<file path="config.mk">
export PLATFORM = sky130hd
export DESIGN_NAME = video_stats_flat
export DESIGN_NICKNAME = d
export VERILOG_FILES = /design/src/capture_pkg.sv /design/src/video_stats_if.sv /design/src/video_stats.sv /design/src/flat_wrapper.sv
export SDC_FILE = /design/constraint.sdc
export NUM_CORES = 1
export LEC_CHECK = 0
export ABC_AREA = 1
export BUFFER_PORTS_ARGS = -buffer_cell sky130_fd_sc_hd__buf_2
export CORE_MARGIN = 5
export CORE_UTILIZATION = 45
export DETAILED_ROUTE_END_ITERATION = 8
export PLACE_DENSITY = 0.76
export SYNTH_ARGS = -nofsm -noshare
export SYNTH_HDL_FRONTEND = slang
export SYNTH_SLANG_ARGS = --single-unit
</file>
<file path="constraint.sdc">
create_clock -name clk_sys -period 1.6 [get_ports clk_sys]
set_input_delay 0.16 -clock clk_sys [delete_from_list [all_inputs] [get_ports clk_sys]]
set_output_delay 0.16 -clock clk_sys [all_outputs]
set_load 0.005 [all_outputs]
</file>
<file path="src/capture_pkg.sv">
`default_nettype none

package capture_pkg;

    typedef logic [23:0] pixel_t;
    typedef logic [31:0] word_t;
    typedef logic [31:0] addr_t;
    typedef logic [7:0]  csr_addr_t;
    typedef logic [31:0] count_t;
    typedef logic [9:0]  level_t;

    // burst geometry, one word per beat
    localparam int BURST_LEN   = 16;
    localparam int BURST_BYTES = BURST_LEN * 4;
    localparam int BEAT_W      = $clog2(BURST_LEN);
    localparam logic [BEAT_W-1:0] BEAT_LAST = BEAT_W'(BURST_LEN - 1);
    localparam logic [7:0] AWLEN = 8'(BURST_LEN - 1);

    localparam int FIFO_DEPTH = 512;
    localparam int PTR_W      = $clog2(FIFO_DEPTH);

    // register map, byte offsets
    localparam csr_addr_t REG_START_ADDR  = 8'h00;
    localparam csr_addr_t REG_CTRL        = 8'h04;
    localparam csr_addr_t REG_LINE_PIXELS = 8'h08;
    localparam csr_addr_t REG_FRAME_LINES = 8'h0C;
    localparam csr_addr_t REG_FRAME_COUNT = 8'h10;
    localparam csr_addr_t REG_STATUS      = 8'h14;

    localparam int CTRL_ENABLE     = 0;
    localparam int STAT_FRAME_DONE = 0;
    localparam int STAT_OVERFLOW   = 1;

    typedef enum logic [1:0] {
        IDLE,
        ADDR,
        DATA,
        RESP
    } burst_state_t;

endpackage

`default_nettype wire

</file>
<file path="src/video_stats_if.sv">
`default_nettype none

interface video_stats_if;
    capture_pkg::count_t line_pixels;
    capture_pkg::count_t frame_lines;
    capture_pkg::count_t frame_count;
    // one cycle pulse on vsync falling edge
    logic                frame_end;

    modport source (
        output line_pixels,
        output frame_lines,
        output frame_count,
        output frame_end
    );

    modport sink (
        input line_pixels,
        input frame_lines,
        input frame_count,
        input frame_end
    );
endinterface

`default_nettype wire

</file>
<file path="src/video_stats.sv">
`default_nettype none

module video_stats (
    input  wire           clk_sys,
    input  wire           rst_sys_n,
    input  wire           video_de,
    input  wire           video_hs,
    input  wire           video_vs,
    video_stats_if.source stats,
    output logic          frame_start
);
    logic                hs_q;
    logic                vs_q;
    logic                hs_rise;
    logic                vs_rise;
    logic                vs_fall;
    capture_pkg::count_t pix_cnt;
    capture_pkg::count_t line_cnt;

    assign hs_rise = video_hs && !hs_q;
    assign vs_rise = video_vs && !vs_q;
    assign vs_fall = !video_vs && vs_q;

    always_ff @(posedge clk_sys or negedge rst_sys_n) begin
        if (!rst_sys_n) begin
            hs_q              <= 1'b0;
            vs_q              <= 1'b0;
            frame_start       <= 1'b0;
            stats.frame_end   <= 1'b0;
            pix_cnt           <= '0;
            line_cnt          <= '0;
            stats.line_pixels <= '0;
            stats.frame_lines <= '0;
            stats.frame_count <= '0;
        end else begin
            hs_q            <= video_hs;
            vs_q            <= video_vs;
            frame_start     <= vs_rise;
            stats.frame_end <= vs_fall;

            // active pixels of the line just finished
            if (hs_rise) begin
                stats.line_pixels <= pix_cnt;
                pix_cnt           <= '0;
            end else if (video_de) begin
                pix_cnt <= pix_cnt + 1'b1;
            end

            // lines of the previous frame
            if (vs_rise) begin
                stats.frame_lines <= line_cnt;
                stats.frame_count <= stats.frame_count + 1'b1;
                line_cnt          <= '0;
            end else if (hs_rise) begin
                line_cnt <= line_cnt + 1'b1;
            end
        end
    end

endmodule

`default_nettype wire

</file>
<file path="src/flat_wrapper.sv">
// flat-port wrapper written by rule: the top's interface ports become plain ports
module video_stats_flat 
  (clk_sys, rst_sys_n, video_de, video_hs, video_vs, frame_start, stats_line_pixels, stats_frame_lines, stats_frame_count, stats_frame_end);
  video_stats_if stats_i ();
  input  wire clk_sys;
  input  wire rst_sys_n;
  input  wire video_de;
  input  wire video_hs;
  input  wire video_vs;
  output logic frame_start;
  output wire logic [$bits(stats_i.line_pixels)-1:0] stats_line_pixels;
  output wire logic [$bits(stats_i.frame_lines)-1:0] stats_frame_lines;
  output wire logic [$bits(stats_i.frame_count)-1:0] stats_frame_count;
  output wire logic [$bits(stats_i.frame_end)-1:0] stats_frame_end;
  assign stats_line_pixels = stats_i.line_pixels;
  assign stats_frame_lines = stats_i.frame_lines;
  assign stats_frame_count = stats_i.frame_count;
  assign stats_frame_end = stats_i.frame_end;
  video_stats u_core (.clk_sys(clk_sys), .rst_sys_n(rst_sys_n), .video_de(video_de), .video_hs(video_hs), .video_vs(video_vs), .stats(stats_i), .frame_start(frame_start));
endmodule
</file>
==> results_dict.tcl <==
set metrics [dict create \
    required_ns 1.91 \
    viasPerCell 4.91 \
    worstSetupEndpointType "flop" \
    wl_per_cell_um 13.6 \
    met2_usage 0.312 \
    numCtsBuffers 17 \
    tns_ns 0 \
    area.growth.synth_to_final_pct 20.5 \
    finalCritPeriodShare 0.956 \
    synth_enable_flop_cells 0 \
    cts_tree "done" \
    yosys_warnings 0 \
    async_flop_share 1.00 \
    hp-class "primary input to flop" \
    initial_core_util 0.458 \
    worst_slew_pin_slew_ns 0.493 \
    dieHeight_um 143 \
    dr_total_vias 6683 \
    die-width_um 143 \
    die-area_mm2 0.0204 \
    cts.sinks 164 \
    clk_pin_slew_ns 0.07 \
    grt.busiest_layer "met2" \
    slowest_delay_ns 0.41 \
    synth_nets 1003 \
    routed_wl_um 18400 \
    final_cells 1360 \
    rsz0062_at_grt "yes" \
    antenna_found_initial 0 \
    gp_congestion 0.906 \
    dp_slack_ns 0.107 \
    grt_pass1_wl_um 31400 \
    ys_ff_latch 164 \
    grt_overflow 0 \
    p_per_area_mw_per_mm2 964 \
    arrival_ns 1.84 \
    slew_violations 0 \
    setup_viol 0 \
    drv_cap 0 \
    nets 1130 \
    grtUsageMet3 0.0362 \
    drive_above_1_share 0.198 \
    grt_pass1_vias 6448 \
    dp_hpwl_um 13200 \
    dp_cells 1318 \
    path_cells "inv_1, nand2_2, nor2_2, nand2_1, nor2_2, nand2_1, xor2_1" \
    diodes 0 \
    start_kind "flop" \
    grt_max_degree 85 \
    max_freq_mhz 654 \
    hold_viol_final 0 \
    yosysUniqueCellTypes 34 \
    ir_drop_mv 0.763 \
    worst_slack_ns 0.0706 \
    clk_latency_ns 0.43 \
    core-area_mm2 0.0173 \
    grt_usage 0.189 \
    layout.cells.most_common "nand2_1" \
    htree_num_levels 4 \
    fin_skew_ns 0.00829 \
    root_buffer "clkbuf_16" \
    ys_seq_area_frac 0.518 \
    outcome "finished clean" \
    power_mw 9.20 \
    num_rows 48 \
    synth_area_per_cell_um2 7.96 \
    syn_inst 995 \
    p_leak_nw 4.88 \
    period_needed_ns 1.53 \
    drt_drc_violations_left 0 \
    synth_area_leaders "dfrtp_1, nand2_1, nor2_1" \
    drt_first_iter_violations 442 \
    synth_ff_type "dfrtp_1" \
    grtUsageMet1 0.252 \
    ctsLongestPathBuffers 2 \
    antenna_left 0 \
    drt_pass1_iterations 5 \
    worstPathMaxFanout 4 \
    netlist.area_leader.share 0.518 \
    fill_cells 1594 \
    ioPinCount 103 \
    portBuffers 102 \
    final_cell_mix "nand2_1, dfrtp_1, nor2_1" \
    relSlewSlack 0.672 \
    synth_top_area_cell "dfrtp_1" \
    mappedNetlistArea_mm2 0.00792 \
    critPathKind "flop to flop" \
    hold_slack_ns 0.155 \
    slowest_stage "dfrtp_1" \
]
-- repair_timing --
item                       in CTS  in global routing
gates resized for setup         0                 16
hold buffers                    3                  0
buffers inserted                0                  7
setup endpoints to repair       0                 10
hold endpoints to repair       45                  0
-- cells in the mapped netlist (all sizes together), types with 5 or more instances --
library cell / n
a21oi: 41
nor3: 17
nor2: 153
nand3b: 5
dfrtp: 164
nand4: 11
inv: 98
xor2: 8
nand3: 58
nand2: 333
xnor2: 11
clkbuf: 12
buf: 10
o21ai: 63
-- cells by family after synthesis --
logic type,share of synthesized area
AND/OR/NAND/NOR,0.327
flip-flops,0.518
XOR/XNOR,0.0210
buffers and inverters,0.0596
AO/OA/AOI/OAI,0.0695
adder cells (fa/ha/maj),0.00474
-- metal layers --
metal  routed length (um)  up-vias
li1                     -     3388
met1                 8170     3094
met2                 8980      176
met3                  994       25
met4                  285        0
met5                    0        -
-- worst paths after layout --
path	from	endpoint	slack [ns]	depth (start not counted)
worst max-delay path	u_core.vs_q$_DFF_PN0_	u_core.stats.frame_count[21]$_DFFE_PN0P_	0.07	7
worst min-delay path	video_de	u_core.pix_cnt[2]$_DFFE_PN0P_	0.16	3
worst max register to register	u_core.vs_q$_DFF_PN0_	u_core.stats.frame_count[21]$_DFFE_PN0P_	0.07	7
worst min register to register	u_core.stats.line_pixels[2]$_DFFE_PN0P_	u_core.stats.line_pixels[2]$_DFFE_PN0P_	0.48	2
max in group asynchronous	rst_sys_n	u_core.stats.frame_lines[30]$_DFFE_PN0P_	0.74	3
min in group asynchronous	rst_sys_n	u_core.stats.frame_count[8]$_DFFE_PN0P_	0.24	2
-- per-stage QoR --
step           cell area, um2  utilization
2_1_floorplan            7920            -
3_3_place_gp             8800        0.509
3_5_place_dp             8800        0.509
4_1_cts                  9440        0.546
5_1_grt                  9550        0.552
6_report                 9550        0.552
-- state kept, by name, summed over array words and instances, names as in the netlist --
register	flops
u_core.line_cnt	32
u_core.pix_cnt	32
u_core.stats.frame_count	32
u_core.stats.frame_lines	32
u_core.stats.line_pixels	32
u_core.frame_start	1
u_core.hs_q	1
u_core.stats.frame_end	1
u_core.vs_q	1
-- where the power goes --
part	leakage (nW)	internal [mW]	switching [mW]	total, mW
registers	2.25	4.27	0.118	4.39
clock network	0.294	2.39	1.79	4.17
logic	2.33	0.254	0.381	0.636
-- worst max-delay path, delay by kind of cell (launching register included) --
family	cells	cell delay (ns)
simple gates	5	0.76
buf+inv	1	0.10
flops	1	0.41
xor+xnor	1	0.15
-- area by class of cell --
cell class	count	area, um2	share of cell area
sequential	164	4110	0.430
multi-input combinational	711	3400	0.356
inverter	98	368	0.0385
clock buffer	18	439	0.0460
tap	225	282	0.0295
clock inverter	14	166	0.0174
timing repair buffer	130	785	0.0822
Note: power is estimated with default switching activity, not from simulation.
