===== src/capture_pkg.sv =====
`default_nettype none

package capture_pkg;

    typedef logic [23:0] pixel_t;
    typedef logic [31:0] word_t;
    typedef logic [31:0] addr_t;
    typedef logic [7:0]  csr_addr_t;
    typedef logic [31:0] count_t;
    typedef logic [9:0]  level_t;

    // burst geometry, one word per beat
    localparam int BURST_LEN   = 16;
    localparam int BURST_BYTES = BURST_LEN * 4;
    localparam int BEAT_W      = $clog2(BURST_LEN);
    localparam logic [BEAT_W-1:0] BEAT_LAST = BEAT_W'(BURST_LEN - 1);
    localparam logic [7:0] AWLEN = 8'(BURST_LEN - 1);

    localparam int FIFO_DEPTH = 512;
    localparam int PTR_W      = $clog2(FIFO_DEPTH);

    // register map, byte offsets
    localparam csr_addr_t REG_START_ADDR  = 8'h00;
    localparam csr_addr_t REG_CTRL        = 8'h04;
    localparam csr_addr_t REG_LINE_PIXELS = 8'h08;
    localparam csr_addr_t REG_FRAME_LINES = 8'h0C;
    localparam csr_addr_t REG_FRAME_COUNT = 8'h10;
    localparam csr_addr_t REG_STATUS      = 8'h14;

    localparam int CTRL_ENABLE     = 0;
    localparam int STAT_FRAME_DONE = 0;
    localparam int STAT_OVERFLOW   = 1;

    typedef enum logic [1:0] {
        IDLE,
        ADDR,
        DATA,
        RESP
    } burst_state_t;

endpackage

`default_nettype wire


===== src/video_stats_if.sv =====
`default_nettype none

interface video_stats_if;
    capture_pkg::count_t line_pixels;
    capture_pkg::count_t frame_lines;
    capture_pkg::count_t frame_count;
    // one cycle pulse on vsync falling edge
    logic                frame_end;

    modport source (
        output line_pixels,
        output frame_lines,
        output frame_count,
        output frame_end
    );

    modport sink (
        input line_pixels,
        input frame_lines,
        input frame_count,
        input frame_end
    );
endinterface

`default_nettype wire


===== src/csr_regs.sv =====
`default_nettype none

module csr_regs (
    input  wire                         clk_sys,
    input  wire                         rst_sys_n,
    input  wire capture_pkg::csr_addr_t csr_addr,
    input  wire                         csr_read,
    input  wire                         csr_write,
    input  wire capture_pkg::word_t     csr_wdata,
    output capture_pkg::word_t          csr_rdata,
    output logic                        csr_rvalid,
    video_stats_if.sink                 stats,
    input  wire                         overflow,
    output capture_pkg::addr_t          start_addr,
    output logic                        dma_enable,
    output logic                        addr_reload
);
    logic               frame_done;
    logic               ovf_seen;
    logic               wr_base;
    logic               status_rd;
    capture_pkg::word_t rd_mux;

    assign wr_base   = csr_write && (csr_addr == capture_pkg::REG_START_ADDR);
    assign status_rd = csr_read && (csr_addr == capture_pkg::REG_STATUS);

    always_ff @(posedge clk_sys or negedge rst_sys_n) begin
        if (!rst_sys_n) begin
            start_addr  <= '0;
            dma_enable  <= 1'b0;
            addr_reload <= 1'b0;
        end else begin
            // new base is pushed to the address pointer next cycle
            addr_reload <= wr_base;
            if (wr_base) begin
                start_addr <= csr_wdata;
            end
            if (csr_write && (csr_addr == capture_pkg::REG_CTRL)) begin
                dma_enable <= csr_wdata[capture_pkg::CTRL_ENABLE];
            end
        end
    end

    // sticky flags, set takes priority over the clearing read
    always_ff @(posedge clk_sys or negedge rst_sys_n) begin
        if (!rst_sys_n) begin
            frame_done <= 1'b0;
            ovf_seen   <= 1'b0;
        end else begin
            if (stats.frame_end) begin
                frame_done <= 1'b1;
            end else if (status_rd) begin
                frame_done <= 1'b0;
            end
            if (overflow) begin
                ovf_seen <= 1'b1;
            end else if (status_rd) begin
                ovf_seen <= 1'b0;
            end
        end
    end

    always_comb begin
        rd_mux = '0;
        case (csr_addr)
            capture_pkg::REG_START_ADDR:  rd_mux = start_addr;
            capture_pkg::REG_CTRL:        rd_mux[capture_pkg::CTRL_ENABLE] = dma_enable;
            capture_pkg::REG_LINE_PIXELS: rd_mux = stats.line_pixels;
            capture_pkg::REG_FRAME_LINES: rd_mux = stats.frame_lines;
            capture_pkg::REG_FRAME_COUNT: rd_mux = stats.frame_count;
            capture_pkg::REG_STATUS: begin
                rd_mux[capture_pkg::STAT_FRAME_DONE] = frame_done;
                rd_mux[capture_pkg::STAT_OVERFLOW]   = ovf_seen;
            end
            default: rd_mux = '0;
        endcase
    end

    always_ff @(posedge clk_sys or negedge rst_sys_n) begin
        if (!rst_sys_n) begin
            csr_rvalid <= 1'b0;
        end else begin
            csr_rvalid <= csr_read;
        end
    end

    always_ff @(posedge clk_sys) begin
        if (csr_read) begin
            csr_rdata <= rd_mux;
        end
    end

endmodule

`default_nettype wire


===== src/flat_wrapper.sv =====
// flat-port wrapper written by rule: the top's interface ports become plain ports
module csr_regs_flat 
  (clk_sys, rst_sys_n, csr_addr, csr_read, csr_write, csr_wdata, csr_rdata, csr_rvalid, overflow, start_addr, dma_enable, addr_reload, stats_line_pixels, stats_frame_lines, stats_frame_count, stats_frame_end);
  video_stats_if stats_i ();
  input  wire clk_sys;
  input  wire rst_sys_n;
  input  wire capture_pkg::csr_addr_t csr_addr;
  input  wire csr_read;
  input  wire csr_write;
  input  wire capture_pkg::word_t csr_wdata;
  output capture_pkg::word_t csr_rdata;
  output logic csr_rvalid;
  input  wire overflow;
  output capture_pkg::addr_t start_addr;
  output logic dma_enable;
  output logic addr_reload;
  input wire logic [$bits(stats_i.line_pixels)-1:0] stats_line_pixels;
  input wire logic [$bits(stats_i.frame_lines)-1:0] stats_frame_lines;
  input wire logic [$bits(stats_i.frame_count)-1:0] stats_frame_count;
  input wire logic [$bits(stats_i.frame_end)-1:0] stats_frame_end;
  assign stats_i.line_pixels = stats_line_pixels;
  assign stats_i.frame_lines = stats_frame_lines;
  assign stats_i.frame_count = stats_frame_count;
  assign stats_i.frame_end = stats_frame_end;
  csr_regs u_core (.clk_sys(clk_sys), .rst_sys_n(rst_sys_n), .csr_addr(csr_addr), .csr_read(csr_read), .csr_write(csr_write), .csr_wdata(csr_wdata), .csr_rdata(csr_rdata), .csr_rvalid(csr_rvalid), .stats(stats_i), .overflow(overflow), .start_addr(start_addr), .dma_enable(dma_enable), .addr_reload(addr_reload));
endmodule

===== config.mk =====
export PLATFORM = sky130hd
export DESIGN_NAME = csr_regs_flat
export DESIGN_NICKNAME = d
export VERILOG_FILES = /design/src/capture_pkg.sv /design/src/video_stats_if.sv /design/src/csr_regs.sv /design/src/flat_wrapper.sv
export SDC_FILE = /design/constraint.sdc
export NUM_CORES = 1
export LEC_CHECK = 0
export BUFFER_PORTS_ARGS = -buffer_cell sky130_fd_sc_hd__clkbuf_2
export CAP_MARGIN = 10
export CORE_ASPECT_RATIO = 1.1
export CORE_UTILIZATION = 45
export CTS_BUF_LIST = sky130_fd_sc_hd__clkbuf_16
export CTS_CLUSTER_SIZE = 40
export DETAILED_ROUTE_END_ITERATION = 6
export GPL_ROUTABILITY_DRIVEN = 1
export PLACE_DENSITY = 0.9
export SYNTH_ARGS = -nofsm -noshare
export SYNTH_HDL_FRONTEND = slang
export SYNTH_SLANG_ARGS = --single-unit

===== constraint.sdc =====
create_clock -name clk_sys -period 1.3 [get_ports clk_sys]
set_input_delay 0.26 -clock clk_sys [delete_from_list [all_inputs] [get_ports clk_sys]]
set_output_delay 0.26 -clock clk_sys [all_outputs]
set_load 0.01 [all_outputs]

==> out/metrics.cfg, run 1 <==
[min_path]
hold_class = in2reg

[power]
finalPower_mw = 5.86
p_leak_nw = 2.90
peakVddDrop_v = 0.000706
power_density_mw_per_mm2 = 1070

[logic_synthesis]
yosys_warnings = 0
synth-seq-cells = 69
post-synth-top-count-cell = dfrtp_1
synth-edff-count = 32
netlist.area_leader.share_pct = 25.6
syn-num-nets = 399
ys.flop_type = dfrtp_1
yosysUniqueCellTypes = 31
yosys.area.top_type = edfxtp_1
syn_area_mm2 = 0.00376
synthTopCellsByArea = edfxtp_1 26%, dfrtp_1 25%, mux2_4 12%
ys_seq_area_share_pct = 50.2
syn_avg_cell_area_um2 = 14.6
syn_inst = 257
synthArstFlopShare_pct = 53.6
synthTopCellsByCount = 37 x dfrtp_1, 32 x edfxtp_1, 32 x mux2i_1, 30 x mux2_4, 30 x nor3_2

[placed_design]
globalplace.congestion = 0.873
portBuffers = 208
place_area_mm2 = 0.00515
dp_hpwl_mm = 8.21
placed_cells = 577

[sta]
finalSetupViolations = 0
slew_headroom_pct = 79.2
hold_violations = 0
finalCritPeriodShare_pct = 97.4
hold_ws_ps = 111
max_freq_ghz = 0.790
rsz0062_at_grt = no
worst_slew_pin_slew_ps = 311
min_period_ps = 1270
slew_viol_final = 0
final.setup_skew_ps = 6.60

[routing]
drt-pass1-iter-count = 4
first_iter_violations = 99
vias_per_cell = 5.29
totalWireLength_mm = 10.8
wl_per_cell_um = 18.2
drcViolationCount = 0
vias = 3142
drtAntennaViolNets = 0

[global_routing]
grt_pass1_vias = 3359
antenna_found_initial = 0
grt_pass1_wl_mm = 16.5
grt_use_total_pct = 25.5
grt_start_max_net_pins = 38
grt_overflow = 0

[clocking]
root_buffer = clkbuf_16
cts_tree = done
clk_pin_slew_ps = 60
numCtsBuffers = 9
clock_sinks = 69
clockBufferDepth = 2
htreeDepth = 3
postCtsSetupRepairBufs = 0
clkLatencyLatePin_ps = 330

[floorplan]
die_w_um = 89.1
die_y_um = 97.8
core-area_mm2 = 0.00800
start_util_pct = 47.0
die-area_mm2 = 0.00872
row_count = 34
io_pins = 209

[finish]
fin_cells = 594
postLayoutCellArea_mm2 = 0.00548
final.fill_count = 622
nets = 623
diodes = 0
drive_above_1_share_pct = 66.0
area_growth_pct = 45.9
utilization_pct = 68.6

[critical_path]
cp-start-kind = input pin
worstPathArrival_ps = 1460
crit_fanout = 17
critPathRequiredTime_ps = 1490
crit_type = in2reg
cp-end-kind = flip-flop

[job]
cap_violations = 0

[outcome]
outcome = complete, no violations

## worst max-delay path, cell delays in order
cell,delay [ps]
clkbuf_2,160
or4_4,580
buf_12,190
nor3_2,110
a221o_1,150
## timing repair
| action | CTS | global route |
|---|---|---|
| endpoints found under the setup margin | 0 | 30 |
| hold buffers | 1 | 0 |
| endpoints found under the hold margin | 37 | 0 |
| gates resized for setup | 0 | 3 |
## layout make-up
cell class / count / area [um^2] / area share [%]
timing repair buffer: 233 / 1380 / 25.2
tap: 108 / 135 / 2.46
clock buffer: 9 / 225 / 4.11
multi-input combinational: 168 / 1760 / 32.1
clock inverter: 7 / 91.3 / 1.67
sequential: 69 / 1890 / 34.4
## power by group
group          total (mW)  internal [mW]  switching [mW]
Clock                2.62           1.67           0.948
Sequential           2.45           2.39          0.0615
Combinational       0.784          0.410           0.374
## flip-flops by register name, summed over array words and instances (netlist names)
signal              cells
u_core.csr_rvalid       1
u_core.addr_reload      1
u_core.frame_done       1
u_core.csr_rdata       32
u_core.ovf_seen         1
u_core.start_addr      32
u_core.dma_enable       1
## path summary, 6_finish.rpt
kind                                                   start                                 to  slack, ps  depth (start not counted)
max in group asynchronous                          rst_sys_n  u_core.start_addr[11]$_DFFE_PN0P_        650                          3
hold / removal                               stats_frame_end      u_core.frame_done$_DFFE_PN0P_        110                          2
setup reg to reg           u_core.start_addr[27]$_DFFE_PN0P_     u_core.csr_rdata[27]$_DFFE_PP_        100                          3
hold reg to reg                  u_core.ovf_seen$_DFFE_PN0P_        u_core.ovf_seen$_DFFE_PN0P_        490                          1
min in group asynchronous                          rst_sys_n      u_core.dma_enable$_DFFE_PN0P_        460                          3
setup / recovery                                 csr_addr[4]     u_core.csr_rdata[29]$_DFFE_PP_         30                          5
## routing by layer
metal  wire [um]  GRT usage, %
met5           0             0
met4         308          10.9
met3         603          5.33
met2        5840          46.8
met1        4080          27.6
## cell families (layout without fill, tap and decap cells)
group	after synthesis	count (layout)	share of synthesized area (%)
DFF	69	69	50.2
muxes	66	66	21.7
and+or+nand+nor	66	66	15.5
AOI/OAI and AO/OA	36	36	8.76
buffers and inverters	20	249	3.86
## metrics by stage
stage               setup TNS, ps  setup slack (ps)
CTS                             0              32.9
floorplan                   -2640             -66.2
finish                          0              34.4
detailed placement         -14830              -304
global placement           -12160              -236
global route                    0              1.46
## placed cells by master, fill, tap and decap left out
master,n
mux2_4,30
nand3_4,1
clkinv_4,2
clkbuf_2,207
and3_1,17
nor3b_4,2
a2bb2oi_1,2
nor4_4,1
clkbuf_4,1
a211o_1,15
a221o_1,15
nand2_1,1
buf_12,12
mux2_2,4
or3_2,1
clkinv_2,2
bufinv_16,2
nor4_2,1
mux2i_1,32
dlygate4sd3_1,1
and2_1,1
nor4b_4,1
nand4_1,4
inv_1,1
or4_4,1
a21o_1,2
buf_4,12
o211ai_1,2
nand3_1,2
nor3_2,31
dfrtp_1,37
nor2b_1,1
edfxtp_1,32
nor3_4,1
clkbuf_16,9
No activity file was read; power rests on OpenSTA's default activity.
==> run 2, diff against run 1 <==
CTS_BUF_LIST = default   (was sky130_fd_sc_hd__clkbuf_16)
==> run 2 against run 1 <==
Critical path depth did not move. Design area fell by 2.0%. Worst setup slack improved by 32 ps.
==> out/metrics.cfg, run 2 (same netlist as run 1, synthesis figures left out) <==
[critical_path]
crit_fanout = 17  ; unchanged
critPathRequiredTime_ps = 1510  ; +20 ps
worstPathArrival_ps = 1440  ; -20 ps
cp-end-kind = flip-flop
r2r-start = u_core.start_addr[31]$_DFFE_PN0P_
timing.critical_path.from = csr_addr[4]
cp-start-kind = input pin
crit_type = in2reg

[power]
peakVddDrop_v = 0.000654  ; -7.4%
power_density_mw_per_mm2 = 966  ; -9.5%
switching_share_pct = 25.3  ; +1.7 points
seqPwrFrac_pct = 47.1  ; +5.2 points
p_comb_share_pct = 15.0  ; +1.6 points
p_leak_nw = 2.85  ; -1.8%
clkPwrFrac_pct = 37.8  ; -7.0 points
power.internal_mw = 3.88  ; -13%
p_sw_mw = 1.31  ; -5.0%

[floorplan]
row_count = 34  ; unchanged
core-area_mm2 = 0.00800  ; unchanged
die_y_um = 97.8  ; unchanged
die_w_um = 89.1  ; unchanged
io_pins = 209  ; unchanged
die-area_mm2 = 0.00872  ; unchanged
start_util_pct = 47.0  ; unchanged

[finish]
layout_commonest_cell = clkbuf_2
nets = 623  ; unchanged
final.fill_count = 630  ; +1.3%
drive_above_1_share_pct = 65.8  ; -0.21 points
utilization_pct = 67.2  ; -1.4 points
fin_cells = 594  ; unchanged
diodes = 0  ; unchanged
reg.largest.list = u_core.csr_rdata x32, u_core.start_addr x32
area_growth_pct = 43.0
final_cell_mix = 207 x clkbuf_2, 37 x dfrtp_1, 32 x mux2i_1, 32 x edfxtp_1, 31 x nor3_2
postLayoutCellArea_mm2 = 0.00537  ; -2.0%

[routing]
drcViolationCount = 0  ; unchanged
wl_per_cell_um = 18.2  ; -0.24%
vias_per_cell = 5.33  ; +0.76%
drt-pass1-iter-count = 4  ; unchanged
drtAntennaViolNets = 0  ; unchanged
first_iter_violations = 100  ; +1.0%
vias = 3166  ; +0.76%
totalWireLength_mm = 10.8  ; -0.24%

[clocking]
cts_tree = done
root_buffer = clkbuf_8
numCtsBuffers = 9  ; unchanged
clock_sinks = 69  ; unchanged
clockBufferDepth = 2  ; unchanged
htreeDepth = 3  ; unchanged
postCtsSetupRepairBufs = 0  ; unchanged
clkLatencyLatePin_ps = 350  ; +20 ps
clk_pin_slew_ps = 80  ; +20 ps

[placed_design]
place_area_mm2 = 0.00515  ; unchanged
globalplace.congestion = 0.873  ; unchanged
portBuffers = 208  ; unchanged
dp_hpwl_mm = 8.21  ; unchanged
placed_cells = 577  ; unchanged

[sta]
min_period_ps = 1230  ; -32.5 ps
max_freq_ghz = 0.811  ; +2.6%
rsz0062_at_grt = no
final.setup_skew_ps = 11.3  ; +4.68 ps
worst_slew_pin_slew_ps = 319  ; +8.29 ps
finalCritPeriodShare_pct = 94.9  ; -2.5 points
hold_violations = 0  ; unchanged
slew_viol_final = 0  ; unchanged
slew_headroom_pct = 78.5  ; -0.71 points
finalSetupViolations = 0  ; unchanged

[global_routing]
antenna_found_initial = 0  ; unchanged
grt_use_total_pct = 25.5  ; -0.035 points
grt_overflow = 0  ; unchanged
grt_start_max_net_pins = 38  ; unchanged
grt_pass1_vias = 3334  ; -0.74%
grt_pass1_wl_mm = 16.5  ; -0.21%

[min_path]
hp-start = stats_frame_end
hold_class = in2reg

[job]
cap_violations = 0  ; unchanged

[outcome]
outcome = complete, no violations

==> run 2: changes by cell type in the layout (fill, tap and decap cells not counted), sizes merged <==
cell / before / now
buf: 24 / 25
inv: 1 / 0
==> run 2: per-stage QoR <==
step | setup WS (ps) | setup TNS (ps) | power, mW | hold WS [ps]
final | 66.9 | 0 | 5.19 | 89.6
after global routing | 19.5 | 0 | 5.38 | 86.2
after global placement | -236 | -12160 | 3.25 | 247
after floorplan | -66.2 | -2640 | 2.80 | -35.6
after CTS | 65.8 | 0 | 5.23 | 69.4
after detailed placement | -304 | -14830 | 3.28 | 256
==> run 2: repair_timing <==
| action | CTS | global route |
|---|---|---|
| hold endpoints to repair | 37 | 0 |
| endpoints found under the setup margin | 0 | 1 |
| hold buffers | 1 | 0 |
| resized for setup | 0 | 1 |
==> run 2: layout make-up <==
| cell class | count | area (um^2) | share of cell area (%) |
|---|---|---|---|
| tap | 108 | 135 | 2.52 |
| sequential | 69 | 1890 | 35.1 |
| clock buffer | 10 | 128 | 2.38 |
| timing repair buffer | 233 | 1380 | 25.7 |
| multi-input combinational | 168 | 1750 | 32.7 |
| clock inverter | 6 | 87.6 | 1.63 |
==> run 2: power by group through the flow <==
stage / Sequential (mW) / Combinational (mW) / Clock, mW
2_1_floorplan: 2.54 / 0.260 / 0
3_3_place_gp: 2.49 / 0.762 / 0
3_5_place_dp: 2.49 / 0.781 / 0
4_1_cts: 2.45 / 0.787 / 2.00
5_1_grt: 2.46 / 0.842 / 2.07
6_report: 2.45 / 0.781 / 1.96
==> run 2: final timing paths <==
path | slack (ps) | cells after the start | to
setup reg to reg | 110 | 3 | u_core.csr_rdata[31]$_DFFE_PP_
min in group asynchronous | 430 | 3 | u_core.start_addr[25]$_DFFE_PN0P_
setup / recovery | 70 | 5 | u_core.csr_rdata[30]$_DFFE_PP_
hold reg to reg | 500 | 1 | u_core.ovf_seen$_DFFE_PN0P_
max in group asynchronous | 670 | 3 | u_core.start_addr[11]$_DFFE_PN0P_
hold / removal | 90 | 2 | u_core.frame_done$_DFFE_PN0P_
==> run 2: critical path: stages <==
cell	delay, ps
clkbuf_2	150
or4_4	580
buf_12	190
nor3_2	140
a211o_1	120
==> run 2: metal layers <==
layer / up-vias / wire length [um] / track usage, %
met3: 24 / 673 / 5.24
met1: 1522 / 4020 / 28.3
met2: 156 / 5810 / 45.9
met4: 0 / 299 / 11.0
met5: - / 0 / 0
li1: 1464 / - / -
