==> src/capture_pkg.sv <==
`default_nettype none

package capture_pkg;

    typedef logic [23:0] pixel_t;
    typedef logic [31:0] word_t;
    typedef logic [31:0] addr_t;
    typedef logic [7:0]  csr_addr_t;
    typedef logic [31:0] count_t;
    typedef logic [9:0]  level_t;

    // burst geometry, one word per beat
    localparam int BURST_LEN   = 16;
    localparam int BURST_BYTES = BURST_LEN * 4;
    localparam int BEAT_W      = $clog2(BURST_LEN);
    localparam logic [BEAT_W-1:0] BEAT_LAST = BEAT_W'(BURST_LEN - 1);
    localparam logic [7:0] AWLEN = 8'(BURST_LEN - 1);

    localparam int FIFO_DEPTH = 512;
    localparam int PTR_W      = $clog2(FIFO_DEPTH);

    // register map, byte offsets
    localparam csr_addr_t REG_START_ADDR  = 8'h00;
    localparam csr_addr_t REG_CTRL        = 8'h04;
    localparam csr_addr_t REG_LINE_PIXELS = 8'h08;
    localparam csr_addr_t REG_FRAME_LINES = 8'h0C;
    localparam csr_addr_t REG_FRAME_COUNT = 8'h10;
    localparam csr_addr_t REG_STATUS      = 8'h14;

    localparam int CTRL_ENABLE     = 0;
    localparam int STAT_FRAME_DONE = 0;
    localparam int STAT_OVERFLOW   = 1;

    typedef enum logic [1:0] {
        IDLE,
        ADDR,
        DATA,
        RESP
    } burst_state_t;

endpackage

`default_nettype wire

==> src/fifo_rd_if.sv <==
`default_nettype none

// read side of the word FIFO, pop only while not empty
interface fifo_rd_if;
    capture_pkg::word_t  data;
    logic                empty;
    capture_pkg::level_t level;
    logic                pop;

    modport fifo (
        output data,
        output empty,
        output level,
        input  pop
    );

    modport burst (
        input  data,
        input  empty,
        input  level,
        output pop
    );
endinterface

`default_nettype wire

==> src/burst_ctrl.sv <==
`default_nettype none

module burst_ctrl (
    input  wire                     clk_sys,
    input  wire                     rst_sys_n,
    fifo_rd_if.burst                rd,
    input  wire capture_pkg::addr_t start_addr,
    input  wire                     dma_enable,
    input  wire                     addr_reload,
    input  wire                     frame_start,
    output capture_pkg::addr_t      awaddr,
    output logic [7:0]              awlen,
    output logic                    awvalid,
    input  wire                     awready,
    output capture_pkg::word_t      wdata,
    output logic                    wlast,
    output logic                    wvalid,
    input  wire                     wready,
    input  wire                     bvalid
);
    capture_pkg::burst_state_t      state;
    logic [capture_pkg::BEAT_W-1:0] beat_cnt;
    capture_pkg::addr_t             next_addr;
    logic                           last_beat;
    logic                           burst_ready;

    assign last_beat   = (beat_cnt == capture_pkg::BEAT_LAST);
    assign burst_ready = dma_enable
                         && (rd.level >= capture_pkg::level_t'(capture_pkg::BURST_LEN));

    assign awvalid = (state == capture_pkg::ADDR);
    assign awaddr  = next_addr;
    assign awlen   = capture_pkg::AWLEN;
    // a full burst is already in the FIFO, so DATA never sees it empty
    assign wvalid  = (state == capture_pkg::DATA);
    assign wlast   = wvalid && last_beat;
    assign wdata   = rd.data;
    assign rd.pop  = wvalid && wready;

    always_ff @(posedge clk_sys or negedge rst_sys_n) begin
        if (!rst_sys_n) begin
            state    <= capture_pkg::IDLE;
            beat_cnt <= '0;
        end else begin
            case (state)
                capture_pkg::IDLE: begin
                    if (burst_ready) begin
                        state <= capture_pkg::ADDR;
                    end
                end
                capture_pkg::ADDR: begin
                    if (awready) begin
                        state    <= capture_pkg::DATA;
                        beat_cnt <= '0;
                    end
                end
                capture_pkg::DATA: begin
                    if (wready) begin
                        beat_cnt <= beat_cnt + 1'b1;
                        if (last_beat) begin
                            state <= capture_pkg::RESP;
                        end
                    end
                end
                capture_pkg::RESP: begin
                    if (bvalid) begin
                        state <= capture_pkg::IDLE;
                    end
                end
                default: state <= capture_pkg::IDLE;
            endcase
        end
    end

    // back to base on a new frame or a new base address
    always_ff @(posedge clk_sys or negedge rst_sys_n) begin
        if (!rst_sys_n) begin
            next_addr <= '0;
        end else if (addr_reload || frame_start) begin
            next_addr <= start_addr;
        end else if (awvalid && awready) begin
            next_addr <= next_addr + capture_pkg::addr_t'(capture_pkg::BURST_BYTES);
        end
    end

    a_aw_hold: assert property (@(posedge clk_sys) disable iff (!rst_sys_n)
        awvalid && !awready |=> awvalid && $stable(awaddr))
        else $error("AW request changed before awready");

    a_w_hold: assert property (@(posedge clk_sys) disable iff (!rst_sys_n)
        wvalid && !wready |=> wvalid && $stable(wdata) && $stable(wlast))
        else $error("W beat changed before wready");

    a_data_avail: assert property (@(posedge clk_sys) disable iff (!rst_sys_n)
        wvalid |-> !rd.empty)
        else $error("wvalid while FIFO empty");

endmodule

`default_nettype wire

==> src/flat_wrapper.sv <==
// flat-port wrapper written by rule: the top's interface ports become plain ports
module burst_ctrl_flat 
  (clk_sys, rst_sys_n, start_addr, dma_enable, addr_reload, frame_start, awaddr, awlen, awvalid, awready, wdata, wlast, wvalid, wready, bvalid, rd_data, rd_empty, rd_level, rd_pop);
  fifo_rd_if rd_i ();
  input  wire clk_sys;
  input  wire rst_sys_n;
  input  wire capture_pkg::addr_t start_addr;
  input  wire dma_enable;
  input  wire addr_reload;
  input  wire frame_start;
  output capture_pkg::addr_t awaddr;
  output logic [7:0] awlen;
  output logic awvalid;
  input  wire awready;
  output capture_pkg::word_t wdata;
  output logic wlast;
  output logic wvalid;
  input  wire wready;
  input  wire bvalid;
  input wire logic [$bits(rd_i.data)-1:0] rd_data;
  input wire logic [$bits(rd_i.empty)-1:0] rd_empty;
  input wire logic [$bits(rd_i.level)-1:0] rd_level;
  output wire logic [$bits(rd_i.pop)-1:0] rd_pop;
  assign rd_i.data = rd_data;
  assign rd_i.empty = rd_empty;
  assign rd_i.level = rd_level;
  assign rd_pop = rd_i.pop;
  burst_ctrl u_core (.clk_sys(clk_sys), .rst_sys_n(rst_sys_n), .rd(rd_i), .start_addr(start_addr), .dma_enable(dma_enable), .addr_reload(addr_reload), .frame_start(frame_start), .awaddr(awaddr), .awlen(awlen), .awvalid(awvalid), .awready(awready), .wdata(wdata), .wlast(wlast), .wvalid(wvalid), .wready(wready), .bvalid(bvalid));
endmodule
==> config.mk <==
export PLATFORM = sky130hd
export DESIGN_NAME = burst_ctrl_flat
export DESIGN_NICKNAME = d
export VERILOG_FILES = /design/src/capture_pkg.sv /design/src/fifo_rd_if.sv /design/src/burst_ctrl.sv /design/src/flat_wrapper.sv
export SDC_FILE = /design/constraint.sdc
export NUM_CORES = 1
export LEC_CHECK = 0
export BUFFER_PORTS_ARGS = -buffer_cell sky130_fd_sc_hd__buf_2
export CAP_MARGIN = 25
export CORE_ASPECT_RATIO = 0.6
export CORE_UTILIZATION = 46
export CTS_CLUSTER_DIAMETER = 100
export DETAILED_ROUTE_END_ITERATION = 16
export PLACE_DENSITY = 0.89
export SLEW_MARGIN = 5
export SYNTH_ARGS = -nofsm -noshare
export SYNTH_HDL_FRONTEND = slang
export SYNTH_SLANG_ARGS = --single-unit
==> constraint.sdc <==
create_clock -name clk_sys -period 4.2 [get_ports clk_sys]
set_input_delay 0.21 -clock clk_sys [delete_from_list [all_inputs] [get_ports clk_sys]]
set_output_delay 0.21 -clock clk_sys [all_outputs]
set_load 0.02 [all_outputs]
==> impl_metrics.env, run 1 <==
export IMPL_fmax_mhz=407
export IMPL_clk_latency_ns=0.29
export IMPL_ant_nets=0
export IMPL_dr_pass1_iters=4
export IMPL_globalplace_congestion=0.812
export IMPL_synth_edf_count=0
export IMPL_drv_slew=0
export IMPL_synthMuxAreaShare_pct=1.26
export IMPL_synth_compound_area_share_pct=13.5
export IMPL_slew_limit_headroom_pct=44.5
export IMPL_die_h_um=59.0
export IMPL_num_rows=20
export IMPL_cts_buffers=5
export IMPL_yosysTopAreaCell="dfrtp_1"
export IMPL_final_cells=396
export IMPL_dpl_cell_area_um2=2620
export IMPL_num_vias=2185
export IMPL_synth_warnings=0
export IMPL_worstPathArrival_ns=2.66
export IMPL_layout_common_cells="81 x buf_2, 44 x nand2_1, 38 x dfrtp_1, 23 x o21ai_0, 16 x nor2_1"
export IMPL_ys_ff_latch=38
export IMPL_cts_tree="done"
export IMPL_final_common_cell="buf_2"
export IMPL_critPathCaptureType="register"
export IMPL_fillCellCount=497
export IMPL_ios=159
export IMPL_rsz0062_at_grt="false"
export IMPL_rrSetupSlack_ns=1.74
export IMPL_clkSinkCount=38
export IMPL_hold_class="input port to async pin"
export IMPL_routed_wirelength_um=5500
export IMPL_dp_cells=388
export IMPL_period_minus_slack_ns=2.46
export IMPL_tns_ns=0
export IMPL_crit_type="register to register"
export IMPL_grt_use_total_pct=20.4
export IMPL_htree_levels=2
export IMPL_core_area_um2=5130
export IMPL_antenna_found_initial=0
export IMPL_grt_max_degree=39
export IMPL_reg2reg_from="u_core.state[1]$_DFFE_PN0P_"
export IMPL_avgSynthCellArea_um2=8.65
export IMPL_worstPathMaxFanout=12
export IMPL_peakVddDrop_mv=0.171
export IMPL_p_leak_uw=0.00127
export IMPL_synth_area_leaders="dfrtp_1 38%, buf_4 12%, nand2_1 6.6%"
export IMPL_clock_skew_ns=0.00749
export IMPL_setup_violations=0
export IMPL_synth_xor_area_share_pct=3.52
export IMPL_startpoint_type="register"
export IMPL_start_util_pct=48.5
export IMPL_power_uw=1080
export IMPL_die_area_um2=5720
export IMPL_wl_per_cell_um=13.9
export IMPL_final_nets=418
export IMPL_fin_crit_sh_pct=58.5
export IMPL_synth_cells=288
export IMPL_yosys_area_share_simple_pct=24.0
export IMPL_outcome="completed"
export IMPL_syn_area_um2=2490
export IMPL_routed_via_density=5.52
export IMPL_yosysSeqAreaShare_pct=38.2
export IMPL_cts_repair_resized=0
export IMPL_cap_violations=0
export IMPL_synth_top_area_share_pct=38.2
export IMPL_hpwl_um=4100
export IMPL_cts_hold_buf=0
export IMPL_portBuffers=81
export IMPL_ys_flop_type="dfrtp_1"
export IMPL_finalInstanceArea_um2=2720
export IMPL_drive_gt1_share_pct=29.4
export IMPL_area_growth_pct=9.05
export IMPL_grt_pass1_wl_um=9200
export IMPL_seqCellArea_um2=951
export IMPL_yosys_cell_types_count=39
export IMPL_drt_iter0_markers=134
export IMPL_power_density_nw_per_um2=400
export IMPL_clock_tree_root_cell="clkbuf_8"
export IMPL_worstRegToRegCells=6
export IMPL_cp_required_ns=4.41
export IMPL_grt_pass1_vias=1995
export IMPL_synth_top_family_by_area="simple AND/OR/NAND/NOR gates"
export IMPL_path_clk_slew_ns=0.07
export IMPL_async_flop_share_pct=100
export IMPL_tightest_slew_ns=0.833
export IMPL_clock_tree_buffer_depth=2
export IMPL_die_w_um=97.0
export IMPL_drcViolationCount=0
export IMPL_multiInputGateArea_um2=1160
export IMPL_finalHoldViolations=0
export IMPL_gr_total_overflow=0
export IMPL_diodes=0
export IMPL_synthAdderAreaFrac_pct=3.02
export IMPL_cts_setup_buffers=0
export IMPL_rr_endpoint="u_core.awaddr[23]$_DFFE_PN0P_"
==> kinds of logic (layout without fill, tap and decap cells) <==
logic type / count (synthesis) / count (layout)
and+or+nand+nor: 116 / 116
adders and majority gates: 6 / 6
xor gates and xnor gates: 10 / 10
buffers and inverters: 59 / 95
DFF: 38 / 38
muxes: 3 / 3
AOI/OAI and AO/OA: 54 / 54
other: 2 / 8
==> synth_stat cells (3+ instances only) <==
master,number
dfrtp_1,38
and3_1,4
xor2_1,8
buf_4,40
a31oi_1,15
clkbuf_1,7
nand3_1,12
nand4_1,7
or3_1,6
ha_1,6
buf_2,3
or2_2,3
o31ai_1,10
o21ai_0,23
or4_1,10
nand2_1,44
and4_1,3
nor2_1,16
inv_1,5
buf_6,3
==> worst max-delay path by stage <==
stage | from | endpoint | slack (ns) | cells after the start
CTS | u_core.state[1]$_DFFE_PN0P_ | u_core.awaddr[23]$_DFFE_PN0P_ | 1.75 | 6
global route | u_core.state[1]$_DFFE_PN0P_ | u_core.awaddr[23]$_DFFE_PN0P_ | 1.50 | 6
finish | u_core.state[1]$_DFFE_PN0P_ | u_core.awaddr[23]$_DFFE_PN0P_ | 1.74 | 6
global placement | u_core.state[1]$_DFFE_PN0P_ | u_core.awaddr[25]$_DFFE_PN0P_ | 1.85 | 6
floorplan | u_core.state[1]$_DFFE_PN0P_ | u_core.awaddr[27]$_DFFE_PN0P_ | 2.11 | 8
detailed placement | u_core.state[1]$_DFFE_PN0P_ | u_core.awaddr[23]$_DFFE_PN0P_ | 1.76 | 6
==> registers in the layout, summed over array words and instances, names as in the netlist <==
| signal | count |
|---|---|
| u_core.state | 2 |
| u_core.awaddr | 32 |
| u_core.beat_cnt | 4 |
==> critical path: stages (launching register included) <==
cell and delay (ns):
dfrtp_1 0.41, inv_1 0.09, ha_1 0.28, and4_1 0.40
nand4_1 0.43, or4b_1 0.60, a31oi_1 0.17
==> per-stage QoR <==
step	utilization [%]	hold WS, ns	setup slack [ns]
floorplan	-	-0.0856	2.11
finish	52.9	0.0246	1.74
CTS	52.9	0.0498	1.75
detailed placement	51.1	0.361	1.76
global route	52.9	0.0791	1.50
global placement	51.1	0.357	1.85
==> metal layers <==
| metal | vias up | routed length, µm | GRT usage (%) |
|---|---|---|---|
| li1 | 1048 | - | - |
| met2 | 78 | 2510 | 33.0 |
| met4 | 0 | 64 | 6.82 |
| met3 | 7 | 422 | 6.60 |
| met1 | 1052 | 2500 | 26.3 |
| met5 | - | 0 | 0 |
==> where the power goes <==
part,switching [µW],internal (µW)
sequential,54.2,416
clock,125,132
combinational,214,143
total,394,691
==> layout make-up <==
type,instances,share of cell area (%)
Sequential cell,38,35.0
Timing Repair Buffer,82,15.2
Inverter,5,0.691
Clock inverter,1,0.184
Clock buffer,7,3.18
Multi-Input combinational cell,197,42.7
Tap cell,66,3.04
Note: power is estimated with default switching activity, not from simulation.
==> run 2, diff against run 1 <==
Settings changed: CORE_UTILIZATION 46 to 43, PLACE_DENSITY 0.89 to 0.84.
Clock period 4.2 ns to 2.5 ns, I/O delays scaled along.
==> run 2 against run 1 <==
Effect of this change: maximum frequency grew 18%; highest routed layer unchanged; wire length grew 2.6%; sequential power grew 68%; clock power grew 60%; combinational power grew 68%; critical endpoint is now u_core.awaddr[20]$_DFFE_PN0P_.
==> impl_metrics.env, run 2 (same netlist as run 1, synthesis figures left out) <==
export IMPL_slowest_delay_ns=0.40
export IMPL_start_util_pct=44.7
export IMPL_hpwl_um=4230
export IMPL_num_rows=21
export IMPL_routed_wirelength_um=5650
export IMPL_crit_type="register to register"
export IMPL_wl_per_cell_um=13.7
export IMPL_clock_tree_root_cell="clkbuf_8"
export IMPL_slew_limit_headroom_pct=42.2
export IMPL_diodes=0
export IMPL_ant_nets=0
export IMPL_critPathCaptureType="register"
export IMPL_min_delay_start="start_addr[1]"
export IMPL_num_vias=2188
export IMPL_htree_levels=2
export IMPL_clock_skew_ns=0.00567
export IMPL_cp_required_ns=2.70
export IMPL_path_clk_slew_ns=0.07
export IMPL_rsz0062_at_grt="false"
export IMPL_layout_common_cells="81 x buf_2, 44 x nand2_1, 38 x dfrtp_1, 23 x o21ai_0, 16 x nor2_1"
export IMPL_p_leak_uw=0.00129
export IMPL_drt_iter0_markers=66
export IMPL_cts_tree="done"
export IMPL_hold_class="input port to register"
export IMPL_die_area_um2=6110
export IMPL_tightest_slew_ns=0.867
export IMPL_die_w_um=100
export IMPL_tns_ns=0
export IMPL_gr_total_overflow=0
export IMPL_dr_pass1_iters=4
export IMPL_cts_buffers=5
export IMPL_largest_register_ffs=32
export IMPL_critPathSlowestCell="dfrtp_1"
export IMPL_drv_slew=0
export IMPL_grt_max_degree=39
export IMPL_fmax_mhz=481
export IMPL_grt_use_total_pct=19.7
export IMPL_routed_via_density=5.30
export IMPL_worstPathArrival_ns=2.28
export IMPL_die_h_um=60.9
export IMPL_power_density_nw_per_um2=652
export IMPL_globalplace_congestion=0.780
export IMPL_drcViolationCount=0
export IMPL_drive_gt1_share_pct=30.0
export IMPL_portBuffers=81
export IMPL_clk_latency_ns=0.28
export IMPL_core_area_um2=5570
export IMPL_fin_crit_sh_pct=83.1
export IMPL_grt_pass1_vias=1992
export IMPL_cp_cell_sequence="inv_1, ha_1, and3_1, nand4_1, buf_4, or3_1, a31oi_1"
export IMPL_final_common_cell="buf_2"
export IMPL_reg2reg_from="u_core.state[1]$_DFFE_PN0P_"
export IMPL_antenna_found_initial=0
export IMPL_cap_violations=0
export IMPL_worstPathMaxFanout=8
export IMPL_clkSinkCount=38
export IMPL_peakVddDrop_mv=0.347
export IMPL_finalHoldViolations=0
export IMPL_period_minus_slack_ns=2.08
export IMPL_outcome="completed"
export IMPL_ios=159
export IMPL_grt_pass1_wl_um=9320
export IMPL_startpoint_type="register"
export IMPL_dpl_cell_area_um2=2670
export IMPL_cp_startpoint="u_core.state[1]$_DFFE_PN0P_"
export IMPL_setup_violations=0
export IMPL_finalInstanceArea_um2=2760
export IMPL_path_buf_inv=2
export IMPL_area_growth_pct=11.0
export IMPL_clock_tree_buffer_depth=2
export IMPL_crit_family="simple AND/OR/NAND/NOR gates"
export IMPL_final_nets=423
[run 2: tightest hold or removal path: stages]
cell and delay, ns:
buf_2 0.07, nand2_1 0.04, nand2_1 0.05
[run 2: layout make-up]
| class | count | area [µm²] |
|---|---|---|
| multi-input cells | 197 | 1160 |
| inverters | 5 | 18.8 |
| fillers | 554 | 2810 |
| well taps | 80 | 100 |
| flip-flops and latches | 38 | 951 |
| clock buffers | 6 | 82.6 |
| repair buffers | 87 | 453 |
[run 2: per-layer routing]
| metal | part of all wire (%) | global-route usage (%) | routed length (µm) |
|---|---|---|---|
| met5 | 0 | 0 | 0 |
| met2 | 47 | 33.2 | 2640 |
| met1 | 45 | 25.2 | 2560 |
| met4 | 0.60 | 4.55 | 34 |
| met3 | 7.2 | 6.57 | 409 |
[run 2: stage by stage]
| stage | setup slack, ns | cells | power (µW) | hold WS, ns | utilization, % |
|---|---|---|---|---|---|
| floorplan | 0.413 | 294 | 1290 | -0.171 | - |
| global placement | 0.489 | 406 | 1370 | 0.250 | 48.0 |
| detailed placement | 0.448 | 406 | 1400 | 0.250 | 48.0 |
| CTS | 0.433 | 413 | 1820 | 0.0348 | 49.6 |
| global route | 0.273 | 413 | 1930 | 0.0376 | 49.6 |
| finish | 0.421 | 413 | 1800 | 0.0435 | 49.6 |
[run 2: power by group]
group | total, µW | internal (µW) | switching [µW] | leakage (µW)
Clock | 414 | 213 | 201 | 0.0000431
Sequential | 789 | 698 | 90.4 | 0.000451
Combinational | 598 | 242 | 357 | 0.000796
Total | 1800 | 1150 | 648 | 0.00129
[run 2: repair_timing]
| item | CTS | global route |
|---|---|---|
| setup buffers | 0 | 0 |
| resized for setup | 0 | 0 |
| hold endpoints to repair | 38 | 0 |
| hold buffers | 1 | 0 |
[run 2: worst paths after layout]
check / end / slack [ns] / cells after the start
worst min register to register: u_core.awaddr[1]$_DFFE_PN0P_ / 0.47 / 2
worst max register to register: u_core.awaddr[20]$_DFFE_PN0P_ / 0.42 / 7
max in group asynchronous: u_core.awaddr[13]$_DFFE_PN0P_ / 1.46 / 2
min in group asynchronous: u_core.state[0]$_DFFE_PN0P_ / 0.49 / 2
worst max-delay path: u_core.awaddr[20]$_DFFE_PN0P_ / 0.42 / 7
worst min-delay path: u_core.awaddr[1]$_DFFE_PN0P_ / 0.04 / 3
